==> src/verilog/div_pkg.sv <==
package div_pkg;

  // ==================================================
  // widths
  // ==================================================
  localparam int XLEN  = 64;                        // rv64 register width
  localparam int OP_W  = 8;                         // one-hot op code width
  localparam int CNT_W = 7;                         // holds up to 64 steps

  // ==================================================
  // iteration counts
  // ==================================================
  localparam logic [CNT_W-1:0] ITER_D = 7'd64;      // full-width ops
  localparam logic [CNT_W-1:0] ITER_W = 7'd32;      // word ops, dividend pre-shifted

  // ==================================================
  // one-hot operation codes
  // ==================================================
  // quotient, signed, 64 bit
  localparam logic [OP_W-1:0] OP_DIV   = 8'b1000_0000;

  // quotient, unsigned, 64 bit
  localparam logic [OP_W-1:0] OP_DIVU  = 8'b0100_0000;

  // quotient, unsigned, low 32 bits, result sign-extended
  localparam logic [OP_W-1:0] OP_DIVUW = 8'b0010_0000;

  // quotient, signed, low 32 bits, result sign-extended
  localparam logic [OP_W-1:0] OP_DIVW  = 8'b0001_0000;

  // remainder, signed, 64 bit
  localparam logic [OP_W-1:0] OP_REM   = 8'b0000_1000;

  // remainder, unsigned, 64 bit
  localparam logic [OP_W-1:0] OP_REMU  = 8'b0000_0100;

  // remainder, unsigned, low 32 bits, result sign-extended
  localparam logic [OP_W-1:0] OP_REMUW = 8'b0000_0010;

  // remainder, signed, low 32 bits, result sign-extended
  localparam logic [OP_W-1:0] OP_REMW  = 8'b0000_0001;

  // Sign of the remainder always follows the dividend, and the
  // quotient is negative when exactly one operand is negative.
  // Division by zero gives an all-ones quotient and returns the
  // dividend as remainder; the signed overflow case returns the
  // dividend as quotient and a zero remainder.

endpackage
==> src/verilog/div_unit.sv <==
module div_unit (
  input  logic                     clk,
  input  logic                     rst_n,
  input  logic                     div_valid_i,
  input  logic [div_pkg::OP_W-1:0] div_op_i,
  input  logic [div_pkg::XLEN-1:0] dividend_i,
  input  logic [div_pkg::XLEN-1:0] divisor_i,
  input  logic                     result_ready_i,
  output logic                     busy_o,
  output logic                     result_valid_o,
  output logic [div_pkg::XLEN-1:0] result_o
);

  // ==================================================
  // internal nets
  // ==================================================
  logic                      start;
  logic                      finish_now;
  logic [div_pkg::XLEN-1:0]  finish_value;
  logic [div_pkg::XLEN-1:0]  mag_dividend;
  logic [div_pkg::XLEN-1:0]  mag_divisor;
  logic [div_pkg::CNT_W-1:0] iter_count;
  logic                      is_rem;
  logic                      is_word;
  logic                      q_neg;
  logic                      r_neg;
  logic                      done;
  logic [div_pkg::XLEN-1:0]  quotient;
  logic [div_pkg::XLEN-1:0]  remainder;
  logic                      busy;

  // ==================================================
  // blocks
  // ==================================================
  div_decode u_decode (
    .clk            (clk),
    .rst_n          (rst_n),
    .div_valid_i    (div_valid_i),
    .div_op_i       (div_op_i),
    .dividend_i     (dividend_i),
    .divisor_i      (divisor_i),
    .busy_i         (busy),
    .start_o        (start),
    .finish_now_o   (finish_now),
    .finish_value_o (finish_value),
    .mag_dividend_o (mag_dividend),
    .mag_divisor_o  (mag_divisor),
    .iter_count_o   (iter_count),
    .is_rem_o       (is_rem),
    .is_word_o      (is_word),
    .q_neg_o        (q_neg),
    .r_neg_o        (r_neg)
  );

  div_iterate u_iterate (
    .clk            (clk),
    .rst_n          (rst_n),
    .start_i        (start),
    .mag_dividend_i (mag_dividend),
    .mag_divisor_i  (mag_divisor),
    .iter_count_i   (iter_count),
    .done_o         (done),
    .quotient_o     (quotient),
    .remainder_o    (remainder)
  );

  div_result u_result (
    .clk            (clk),
    .rst_n          (rst_n),
    .start_i        (start),
    .finish_now_i   (finish_now),
    .finish_value_i (finish_value),
    .is_rem_i       (is_rem),
    .is_word_i      (is_word),
    .q_neg_i        (q_neg),
    .r_neg_i        (r_neg),
    .done_i         (done),
    .quotient_i     (quotient),
    .remainder_i    (remainder),
    .result_ready_i (result_ready_i),
    .busy_o         (busy),
    .result_valid_o (result_valid_o),
    .result_o       (result_o)
  );

  assign busy_o = busy;

endmodule

==> src/verilog/div_result.sv <==
module div_result (
  input  logic                     clk,
  input  logic                     rst_n,
  input  logic                     start_i,
  input  logic                     finish_now_i,
  input  logic [div_pkg::XLEN-1:0] finish_value_i,
  input  logic                     is_rem_i,
  input  logic                     is_word_i,
  input  logic                     q_neg_i,
  input  logic                     r_neg_i,
  input  logic                     done_i,
  input  logic [div_pkg::XLEN-1:0] quotient_i,
  input  logic [div_pkg::XLEN-1:0] remainder_i,
  input  logic                     result_ready_i,
  output logic                     busy_o,
  output logic                     result_valid_o,
  output logic [div_pkg::XLEN-1:0] result_o
);

  typedef enum logic [1:0] {
    S_IDLE,
    S_CALC,
    S_HOLD
  } state_t;

  state_t                   state_q;
  logic [div_pkg::XLEN-1:0] result_q;

  // flags of the division in flight
  logic                     is_rem_q;
  logic                     is_word_q;
  logic                     q_neg_q;
  logic                     r_neg_q;

  logic [div_pkg::XLEN-1:0] q_fix;
  logic [div_pkg::XLEN-1:0] r_fix;
  logic [div_pkg::XLEN-1:0] sel;
  logic [div_pkg::XLEN-1:0] final_val;

  // ==================================================
  // sign restore and word extension
  // ==================================================
  assign q_fix     = q_neg_q ? (~quotient_i + 64'd1) : quotient_i;
  assign r_fix     = r_neg_q ? (~remainder_i + 64'd1) : remainder_i;
  assign sel       = is_rem_q ? r_fix : q_fix;
  assign final_val = is_word_q ? {{32{sel[31]}}, sel[31:0]} : sel;

  always_ff @(posedge clk) begin
    if (start_i) begin
      is_rem_q  <= is_rem_i;
      is_word_q <= is_word_i;
      q_neg_q   <= q_neg_i;
      r_neg_q   <= r_neg_i;
    end
  end

  // ==================================================
  // control FSM
  // ==================================================
  always_ff @(posedge clk) begin
    if (rst_n) begin
      state_q  <= S_IDLE;
      result_q <= '0;
    end else begin
      case (state_q)
        S_IDLE: begin
          if (finish_now_i) begin
            result_q <= finish_value_i;             // special case, no iterations
            state_q  <= S_HOLD;
          end else if (start_i) begin
            state_q <= S_CALC;
          end
        end
        S_CALC: begin
          if (done_i) begin
            result_q <= final_val;
            state_q  <= S_HOLD;
          end
        end
        S_HOLD: begin
          if (result_ready_i) begin
            state_q <= S_IDLE;                      // consumed on this edge
          end
        end
        default: begin
          state_q <= S_IDLE;
        end
      endcase
    end
  end

  assign busy_o         = (state_q != S_IDLE);
  assign result_valid_o = (state_q == S_HOLD);
  assign result_o       = result_q;

endmodule

==> src/verilog/div_iterate.sv <==
module div_iterate (
  input  logic                      clk,
  input  logic                      rst_n,
  input  logic                      start_i,
  input  logic [div_pkg::XLEN-1:0]  mag_dividend_i,
  input  logic [div_pkg::XLEN-1:0]  mag_divisor_i,
  input  logic [div_pkg::CNT_W-1:0] iter_count_i,
  output logic                      done_o,
  output logic [div_pkg::XLEN-1:0]  quotient_o,
  output logic [div_pkg::XLEN-1:0]  remainder_o
);

  // {partial remainder, dividend bits / quotient bits}
  logic [2*div_pkg::XLEN-1:0] acc_q;
  logic [div_pkg::XLEN-1:0]   divisor_q;
  logic [div_pkg::CNT_W-1:0]  cnt_q;
  logic                       done_q;

  logic                       running;
  logic                       last_step;
  logic [div_pkg::XLEN:0]     rem_shift;
  logic [div_pkg::XLEN+1:0]   trial;
  logic                       q_bit;
  logic [div_pkg::XLEN-1:0]   rem_next;

  // ==================================================
  // one restoring step
  // ==================================================
  assign running   = (cnt_q != '0);
  assign last_step = running & (cnt_q[div_pkg::CNT_W-1:1] == '0); // count is 1

  // the remainder gets one extra bit, since a top bit of 1 would be lost
  // on the shift once the divisor exceeds 2^63
  assign rem_shift = {acc_q[2*div_pkg::XLEN-1:div_pkg::XLEN], acc_q[div_pkg::XLEN-1]};
  assign trial     = {1'b0, rem_shift} - {2'b00, divisor_q};
  assign q_bit     = ~trial[div_pkg::XLEN+1];       // no borrow -> keep difference
  assign rem_next  = q_bit ? trial[div_pkg::XLEN-1:0] : rem_shift[div_pkg::XLEN-1:0];

  // ==================================================
  // counter and done strobe
  // ==================================================
  always_ff @(posedge clk) begin
    if (rst_n) begin
      cnt_q  <= '0;
      done_q <= 1'b0;
    end else begin
      done_q <= last_step;                          // high the cycle after the last step
      if (start_i) begin
        cnt_q <= iter_count_i;
      end else if (running) begin
        cnt_q <= cnt_q - {{(div_pkg::CNT_W-1){1'b0}}, 1'b1};
      end
    end
  end

  // ==================================================
  // datapath registers
  // ==================================================
  always_ff @(posedge clk) begin
    if (start_i) begin
      acc_q     <= {{div_pkg::XLEN{1'b0}}, mag_dividend_i};
      divisor_q <= mag_divisor_i;
    end else if (running) begin
      acc_q <= {rem_next, acc_q[div_pkg::XLEN-2:0], q_bit}; // shift in quotient bit
    end
  end

  // Word operations start with the dividend in the upper half of the
  // low word, so after 32 steps the quotient sits in bits 31:0 and
  // the upper 32 bits of the low word are zero.
  assign done_o      = done_q;
  assign quotient_o  = acc_q[div_pkg::XLEN-1:0];
  assign remainder_o = acc_q[2*div_pkg::XLEN-1:div_pkg::XLEN];

endmodule

==> src/verilog/div_decode.sv <==
module div_decode (
  input  logic                      clk,
  input  logic                      rst_n,
  input  logic                      div_valid_i,
  input  logic [div_pkg::OP_W-1:0]  div_op_i,
  input  logic [div_pkg::XLEN-1:0]  dividend_i,
  input  logic [div_pkg::XLEN-1:0]  divisor_i,
  input  logic                      busy_i,
  output logic                      start_o,
  output logic                      finish_now_o,
  output logic [div_pkg::XLEN-1:0]  finish_value_o,
  output logic [div_pkg::XLEN-1:0]  mag_dividend_o,
  output logic [div_pkg::XLEN-1:0]  mag_divisor_o,
  output logic [div_pkg::CNT_W-1:0] iter_count_o,
  output logic                      is_rem_o,
  output logic                      is_word_o,
  output logic                      q_neg_o,
  output logic                      r_neg_o
);

  logic                     known;
  logic                     is_signed;
  logic                     is_word;
  logic                     is_rem;
  logic [div_pkg::XLEN-1:0] a_ext;
  logic [div_pkg::XLEN-1:0] b_ext;
  logic [div_pkg::XLEN-1:0] a_abs;
  logic [div_pkg::XLEN-1:0] b_abs;
  logic [div_pkg::XLEN-1:0] min_val;
  logic                     a_neg;
  logic                     b_neg;
  logic                     div_zero;
  logic                     overflow;
  logic                     special;
  logic                     req;

  // ==================================================
  // op classification
  // ==================================================
  always_comb begin
    known     = 1'b1;
    is_signed = 1'b0;
    is_word   = 1'b0;
    is_rem    = 1'b0;
    case (div_op_i)
      div_pkg::OP_DIV: begin
        is_signed = 1'b1;
      end
      div_pkg::OP_DIVU: begin
        is_signed = 1'b0;
      end
      div_pkg::OP_DIVUW: begin
        is_word = 1'b1;
      end
      div_pkg::OP_DIVW: begin
        is_signed = 1'b1;
        is_word   = 1'b1;
      end
      div_pkg::OP_REM: begin
        is_signed = 1'b1;
        is_rem    = 1'b1;
      end
      div_pkg::OP_REMU: begin
        is_rem = 1'b1;
      end
      div_pkg::OP_REMUW: begin
        is_word = 1'b1;
        is_rem  = 1'b1;
      end
      div_pkg::OP_REMW: begin
        is_signed = 1'b1;
        is_word   = 1'b1;
        is_rem    = 1'b1;
      end
      default: begin
        known = 1'b0;                               // not one of the eight
      end
    endcase
  end

  // ==================================================
  // operands and special cases
  // ==================================================
  assign a_ext = is_word ? {{32{dividend_i[31]}}, dividend_i[31:0]} : dividend_i;
  assign b_ext = is_word ? {{32{divisor_i[31]}}, divisor_i[31:0]} : divisor_i;

  assign a_neg = is_signed & a_ext[div_pkg::XLEN-1];
  assign b_neg = is_signed & b_ext[div_pkg::XLEN-1];
  assign a_abs = a_neg ? (~a_ext + 64'd1) : a_ext;
  assign b_abs = b_neg ? (~b_ext + 64'd1) : b_ext;

  assign min_val  = is_word ? {{33{1'b1}}, 31'b0} : {1'b1, 63'b0}; // most negative
  assign div_zero = (b_ext == '0);                  // sext keeps zero test valid
  assign overflow = is_signed & (a_ext == min_val) & (&b_ext);
  assign special  = ~known | div_zero | overflow;

  // fixed result, already sign-extended for word ops
  always_comb begin
    if (!known) begin
      finish_value_o = '0;
    end else if (div_zero) begin
      finish_value_o = is_rem ? a_ext : '1;
    end else if (overflow) begin
      finish_value_o = is_rem ? '0 : a_ext;
    end else begin
      finish_value_o = '0;
    end
  end

  // ==================================================
  // request steering
  // ==================================================
  assign req          = div_valid_i & ~busy_i & ~rst_n; // nothing taken in reset
  assign start_o      = req & ~special;
  assign finish_now_o = req & special;

  // word dividend goes high so 32 shifts bring it all in
  assign mag_dividend_o = is_word ? {a_abs[31:0], 32'b0} : a_abs;
  assign mag_divisor_o  = is_word ? {32'b0, b_abs[31:0]} : b_abs;
  assign iter_count_o   = is_word ? div_pkg::ITER_W : div_pkg::ITER_D;

  assign is_rem_o  = is_rem;
  assign is_word_o = is_word;
  assign q_neg_o   = a_neg ^ b_neg;
  assign r_neg_o   = a_neg;                         // remainder follows dividend

endmodule

==> config.mk <==
export PLATFORM = sky130hd
export DESIGN_NAME = div_unit
export DESIGN_NICKNAME = d
export VERILOG_FILES = /design/src/verilog/div_pkg.sv /design/src/verilog/div_unit.sv /design/src/verilog/div_result.sv /design/src/verilog/div_iterate.sv /design/src/verilog/div_decode.sv
export SDC_FILE = /design/constraint.sdc
export NUM_CORES = 1
export LEC_CHECK = 0
export ABC_AREA = 1
export BUFFER_PORTS_ARGS = -buffer_cell sky130_fd_sc_hd__buf_2
export CORE_MARGIN = 2
export CORE_UTILIZATION = 42
export DETAILED_ROUTE_END_ITERATION = 8
export PLACE_DENSITY = 0.67
export SYNTH_ARGS = -nofsm -noshare
export SYNTH_HDL_FRONTEND = slang
export SYNTH_HIERARCHICAL = 1
export SYNTH_SLANG_ARGS = --single-unit
export TNS_END_PERCENT = 1
==> constraint.sdc <==
create_clock -name clk -period 9.95 [get_ports clk]
set_input_delay 0.4975 -clock clk [delete_from_list [all_inputs] [get_ports clk]]
set_output_delay 0.4975 -clock clk [all_outputs]
set_load 0.03 [all_outputs]
# --- After elaboration in Yosys (flattened, before gate mapping) ---
# Index checks and enable logic that the tools add are counted.
classes:
  add_sub_neg: 6
  mul: 0
  div_mod_pow: 0
  magnitude_cmp: 0
  n_eq_ne: 15
  shifts: 0
  n_mux: 33
  n_bitwise: 21
  reduce_logical: 14
op_table:
  columns: ["op", "n"]
  rows:
  - ["2-to-1 mux 64 bit", 19]
  - ["adder 64 x 1 -> 64 bit, second input constant", 4]
  - ["inverter 64 bit", 4]
  - ["one-hot mux 64 bit (2 select lines)", 1]
  - ["subtractor 65 x 64 -> 66 bit", 1]
  - ["equality test 64 bit", 1]
  - ["zero test 64 bit", 1]
  - ["AND reduction 64 bit", 1]
  - ["2-to-1 mux 63 bit", 1]
  - ["2-to-1 mux 7 bit", 3]
  - ["OR reduction 4 bit", 3]
  - ["bitwise AND 1 bit", 9]
  - ["equality test 8 x 1 -> 1 bit, second input constant", 1]
  - ["equality test 8 x 2 -> 1 bit, second input constant", 1]
  - ["equality test 8 x 3 -> 1 bit, second input constant", 1]
  - ["equality test 8 x 4 -> 1 bit, second input constant", 1]
  - ["equality test 8 x 5 -> 1 bit, second input constant", 1]
  - ["equality test 8 x 6 -> 1 bit, second input constant", 1]
  - ["equality test 8 x 7 -> 1 bit, second input constant", 1]
  - ["equality test 8 bit, second input constant", 1]
  - ["2-to-1 mux 2 bit", 4]
  - ["OR reduction 8 bit", 1]
  - ["nonzero test 7 bit", 1]
  - ["subtractor 7 x 1 -> 7 bit, second input constant", 1]
  - ["other kinds (13)", 26]
totals:
  register_bits: 270
  latch_bits: 0
  mem_bits_rw: 0
  rom_bits: 0
  input_bits: 140
  out_inout_bits: 66
  elab_cells: 101
  mem_count: 0

# --- Logic depth before layout (Yosys ltp) ---
logic_depth:
  depth_word: 13
  mapped_depth: 24
  ltp_nobuf: 22

# --- Hierarchy ---
# The synthesis kept the hierarchy.
by_module_without_submodules:
  columns: ["module", "instances", "cells_per_inst", "area_each_um2", "seq_area_each_um2"]
  rows:
  - ["div_iterate", 1, 2200, 14298.7, 5285.1]
  - ["div_result", 1, 1640, 8299.2, 1441.4]
  - ["div_decode", 1, 1532, 7084.3, 0.0]

# --- Worst setup path after synthesis ---
# OpenSTA, ideal clock, no wires.
synth_path:
  path_type: "input-to-reg"
  start: "input div_op_i[2] (netlist bit)"
  end: "register u_iterate/acc_q[0] (netlist bit) (enable)"
  setup_time_ps: 454
  arrival_ps: 7320
  t_required_ps: 9496
  slack_ps: 2176
  cell_stages: 20
  n_path_buf: 3
  path_cell_list: "nor2_4 nand2_2 nor2_1 nor2_4 buf_4 nand3_1 nand2_1 nand2_1 inv_1 nand2_1 nor2_2 inv_2 nor2_4 nand2_4 nand3_1 nor2_1 clkbuf_1 inv_1 nand2_1 clkbuf_1"
synth_via:
  elab_chain_len: 11
  word_cells_on_any_way: 28
  classes_between: "eq/ne: 9; mux: 6; bitwise: 7; reduce/logical: 6"
synth_rtl:
  columns: ["item", "line_no", "source"]
  rows:
  - ["start: declaration", "div_unit.sv:5", "input logic [div_pkg::OP_W-1:0] div_op_i,"]
  - ["equality test 8 x 6 -> 1 bit, or another cell as far along", "div_decode.sv:45", "case (div_op_i)"]
  - ["OR reduction 4 bit (no line)", null, null]
  - ["2-to-1 mux 1 bit", "div_decode.sv:45", null]
  - ["2-to-1 mux 64 bit or 2-to-1 mux 63 bit (tied branches)", "div_decode.sv:84, div_decode.sv:92", null]
  - ["equality test 64 bit", "div_decode.sv:94", "assign overflow = is_signed & (a_ext == min_val) & (&b_ext);"]
  - ["bitwise AND 1 bit (2 in a row)", "div_decode.sv:94", null]
  - ["bitwise OR 1 bit (*)", "div_decode.sv:95", "assign special = ~known | div_zero | overflow;"]
  - ["inverter 1 bit (*)", "div_decode.sv:114", "assign start_o = req & ~special;"]
  - ["bitwise AND 1 bit (*)", "div_decode.sv:114", null]
  - ["via start", "div_unit.sv:17", "logic start;"]
  - ["nonzero test 2 bit (no line) (*)", null, null]
  - ["end signal: assignment", "div_iterate.sv:61", "acc_q <= {{div_pkg::XLEN{1'b0}}, mag_dividend_i};"]
  - ["end signal: assignment", "div_iterate.sv:64", "acc_q <= {rem_next, acc_q[div_pkg::XLEN-2:0], q_bit};"]
  - ["end: declaration", "div_iterate.sv:14", "logic [2*div_pkg::XLEN-1:0] acc_q;"]
# Mark *: on every way through the listed nets, which the timed path passes. The rest lies on a longest branch.
# A chain may end at the register's enable or synchronous reset.

# --- Final worst setup path ---
layout_path:
  start: "input div_op_i[1] (netlist bit)"
  end: "register u_iterate/cnt_q[1] (netlist bit)"
layout_via:
  elab_chain_len: 11
  word_cells_on_any_way: 29
  classes_between: "eq/ne: 9; mux: 7; bitwise: 7; reduce/logical: 6"
layout_rtl:
  columns: ["item", "line_no", "source"]
  rows:
  - ["equality test 8 x 6 -> 1 bit, or another cell as far along", "div_decode.sv:45", null]
  - ["OR reduction 4 bit (no line) (*)", null, null]
  - ["2-to-1 mux 1 bit (*)", "div_decode.sv:45", null]
  - ["via is_word", "div_unit.sv:24", "logic is_word;"]
  - ["2-to-1 mux 64 bit or 2-to-1 mux 63 bit (tied branches)", "div_decode.sv:84, div_decode.sv:92", null]
  - ["equality test 64 bit", "div_decode.sv:94", null]
  - ["bitwise AND 1 bit (2 in a row)", "div_decode.sv:94", null]
  - ["bitwise OR 1 bit (*)", "div_decode.sv:95", null]
  - ["inverter 1 bit (*)", "div_decode.sv:114", null]
  - ["bitwise AND 1 bit (*)", "div_decode.sv:114", null]
  - ["via start", "div_unit.sv:17", null]
  - ["2-to-1 mux 7 bit or nonzero test 2 bit (tied branches)", null, null]
  - ["end signal: assignment", "div_iterate.sv:49", "cnt_q <= iter_count_i;"]
  - ["end signal: assignment", "div_iterate.sv:51", "cnt_q <= cnt_q - {{(div_pkg::CNT_W-1){1'b0}}, 1'b1};"]
  - ["end: declaration", "div_iterate.sv:16", "logic [div_pkg::CNT_W-1:0] cnt_q;"]
# Marks and branches as above.

==> results_dict.tcl <==
set metrics [dict create \
    ys.flop_type "dfxtp_1" \
    dpl-instance-area_sq_um 31100 \
    max-vdd-ir-drop_mv 0.135 \
    period_share 0.562 \
    cts_setup_buffers 0 \
    die_area_sq_um 72800 \
    syn_avg_cell_area_sq_um 5.53 \
    status "finished clean" \
    leakage_nw 17.0 \
    ys_warn_count 6 \
    routed_wl_mm 129 \
    tightest_slew_ps 1140 \
    ys_ff_latch 270 \
    wl_per_cell_microns 20.1 \
    cts-hold-fix-buffers 0 \
    drc 0 \
    setup_viol 0 \
    cap_violations 0 \
    cp-end-kind "flop" \
    io_pins 206 \
    clk_pin_slew_ps 60 \
    cts_sinks 270 \
    netlist_area_sq_um 29700 \
    power_density_nw_per_um2 200 \
    gp_congestion 1.01 \
    grt_overflow 0 \
    synth-edff-count 132 \
    synthCells 5372 \
    antenna_cells 0 \
    slew_violations 0 \
    setup_tns_ps 0 \
    num_vias 35000 \
    multi_input_area_sq_um 19000 \
    period_minus_slack_ps 5590 \
    yosysSeqAreaShare 0.227 \
    postLayoutSetupSlackWorst_ps 4360 \
    synthDistinctLibCells 60 \
    cp.required_ps 10430 \
    num_rows 97 \
    crit_path_max_fanout 83 \
    async_flop_share 0 \
    first_pass_iters 6 \
    startpoint_type "input port" \
    dp_hpwl_mm 104 \
    criticalPathCategory "input port to flop" \
    drtAntennaViolNets 0 \
    area_delta_synth_final_pct 8.84 \
    numPortBuffers 205 \
    start_util 0.424 \
    via_per_inst 5.45 \
    hold_violations 0 \
    hp-class "input port to flop" \
    crit_arrival_ps 6070 \
    rsz0062_at_grt "false" \
    regArea_sq_um 6730 \
    die_h_microns 270 \
    grt_pass1_vias 30800 \
    cts_buffers 34 \
    cts_tree "yes" \
    grt_max_degree 90 \
    fin_nets 5663 \
    final_cell_area_sq_um 32300 \
    timing.fmax_mhz 179 \
    clock-root-buffer "clkbuf_16" \
    final_util 0.461 \
    core_area_sq_um 70000 \
    drt-initial-drc-count 5193 \
    postCtsResizedCells 0 \
    place_ws_ps 3840 \
    grt.total_usage 0.341 \
    hold_ws_ps 176 \
    clock_skew_ps 32.6 \
    cts_max_path_buffers 3 \
    fin_cells 6418 \
    grt_pass1_wl_mm 190 \
    fp.dieW_microns 270 \
    power_mw 6.45 \
    max_slew_margin 0.238 \
    drive_gt1_frac 0.0774 \
    h-tree-depth 2 \
    fillCellCount 7853 \
    antenna_found_initial 3 \
    clk_latency_ps 570 \
    placedCellCount 6356 \
]
-- critical path, stage by stage --
cell,delay [ps]
buf_2,120
nor2_2,160
nand2_2,110
nor2_1,200
nor2_4,160
nand2_8,430
nand2_4,390
o21ai_1,310
nand2_1,120
nor2_1,140
nand3_1,160
nor2_4,690
nand2_4,120
nand3_1,160
nor2_4,50
inv_2,810
nand2_4,360
inv_2,730
a211oi_1,100
a211oi_1,190
-- synthesized netlist by cell type, types with 7 or more instances --
master / instances / area, sq um
nand2_1: 1897 / 7120
inv_1: 796 / 2990
nor2_1: 773 / 2900
nand3_1: 503 / 2520
a21oi_1: 192 / 961
o21ai_0: 174 / 871
dfxtp_1: 138 / 2760
edfxtp_1: 132 / 3960
clkbuf_1: 80 / 300
ha_1: 70 / 876
nand4_1: 68 / 425
xor2_1: 62 / 543
nand3b_1: 56 / 420
buf_2: 49 / 245
nor2_2: 44 / 275
xnor2_1: 38 / 333
o21ai_1: 30 / 150
nor3_1: 27 / 135
buf_4: 20 / 150
buf_6: 19 / 214
or2_2: 19 / 119
nand2_2: 17 / 106
o211ai_1: 17 / 128
buf_1: 16 / 60.1
nor2_4: 15 / 169
o22ai_1: 12 / 75.1
a31oi_1: 9 / 56.3
inv_2: 9 / 33.8
nand3_2: 8 / 80.1
o21ai_2: 7 / 61.3
o21bai_1: 7 / 52.6
-- where the power goes --
part | switching (mW) | total (mW) | leakage, nW | internal [mW]
logic | 2.25 | 3.16 | 14.1 | 0.914
clock network | 0.544 | 1.31 | 0.571 | 0.767
registers | 0.471 | 1.98 | 2.38 | 1.51
-- worst paths after layout --
kind,start,to,slack (ps),depth (start not counted)
worst max-delay path,div_op_i[1],u_iterate/cnt_q[1]$_SDFFE_PP0P_,4360,20
worst max register to register,u_iterate/acc_q[71]$_SDFFE_PP0P_,u_iterate/acc_q[115]$_SDFFE_PP0P_,6060,17
worst min-delay path,divisor_i[0],u_iterate/divisor_q[0]$_DFFE_PP_,180,1
worst min register to register,u_result/result_o[51]$_SDFFE_PP0P_,u_result/result_o[51]$_SDFFE_PP0P_,460,2
-- final cells by class --
type / instances / area share
multi-input cells: 4114 / 0.588
flip-flops and latches: 270 / 0.208
inverters: 807 / 0.0939
repair buffers: 225 / 0.0364
well taps: 940 / 0.0364
clock buffers: 44 / 0.0294
clock inverters: 18 / 0.00759
-- routing by layer --
layer	vias to the layer above	GRT usage	routed length [microns]
met1	16000	0.511	58100
met4	2	0.107	4190
met2	1888	0.498	52800
li1	16900	-	-
met3	188	0.0488	14000
met5	-	0	13
-- logic make-up after synthesis --
| group | count (synthesis) | share of synthesized area |
|---|---|---|
| AOI/OAI and AO/OA | 478 | 0.0882 |
| xor gates and xnor gates | 100 | 0.0295 |
| adders and majority gates | 71 | 0.0302 |
| buffers and inverters | 992 | 0.135 |
| DFF | 270 | 0.227 |
| other | 1 | 0.000126 |
| and+or+nand+nor | 3460 | 0.490 |
-- state kept, by name, summed over array words and instances, names as in the netlist --
register             count
u_result/q_neg_q         1
u_result/is_rem_q        1
u_iterate/cnt_q          7
u_result/r_neg_q         1
u_result/is_word_q       1
u_result/state_q         2
u_iterate/acc_q        128
u_result/result_o       64
u_iterate/done_o         1
u_iterate/divisor_q     64
-- placed cells by master (no fill, tap or decap), types with 7 or more instances in the layout --
cell type	count
nor2_1	771
o21ai_2	7
edfxtp_1	132
ha_1	70
nand4_1	68
nand3b_1	56
xnor2_1	38
nor3_1	27
buf_4	20
o21ai_1	30
inv_1	794
clkbuf_16	34
o211ai_1	17
nor2_4	18
o22ai_1	12
o21ai_0	174
nand2_1	1896
o21bai_1	7
nand3_1	503
nand2_2	17
nand3_2	8
nor2_2	43
buf_2	205
a31oi_1	9
a21oi_1	192
inv_2	10
or2_2	19
dfxtp_1	138
xor2_1	62
(Power assumes the default switching activity.)
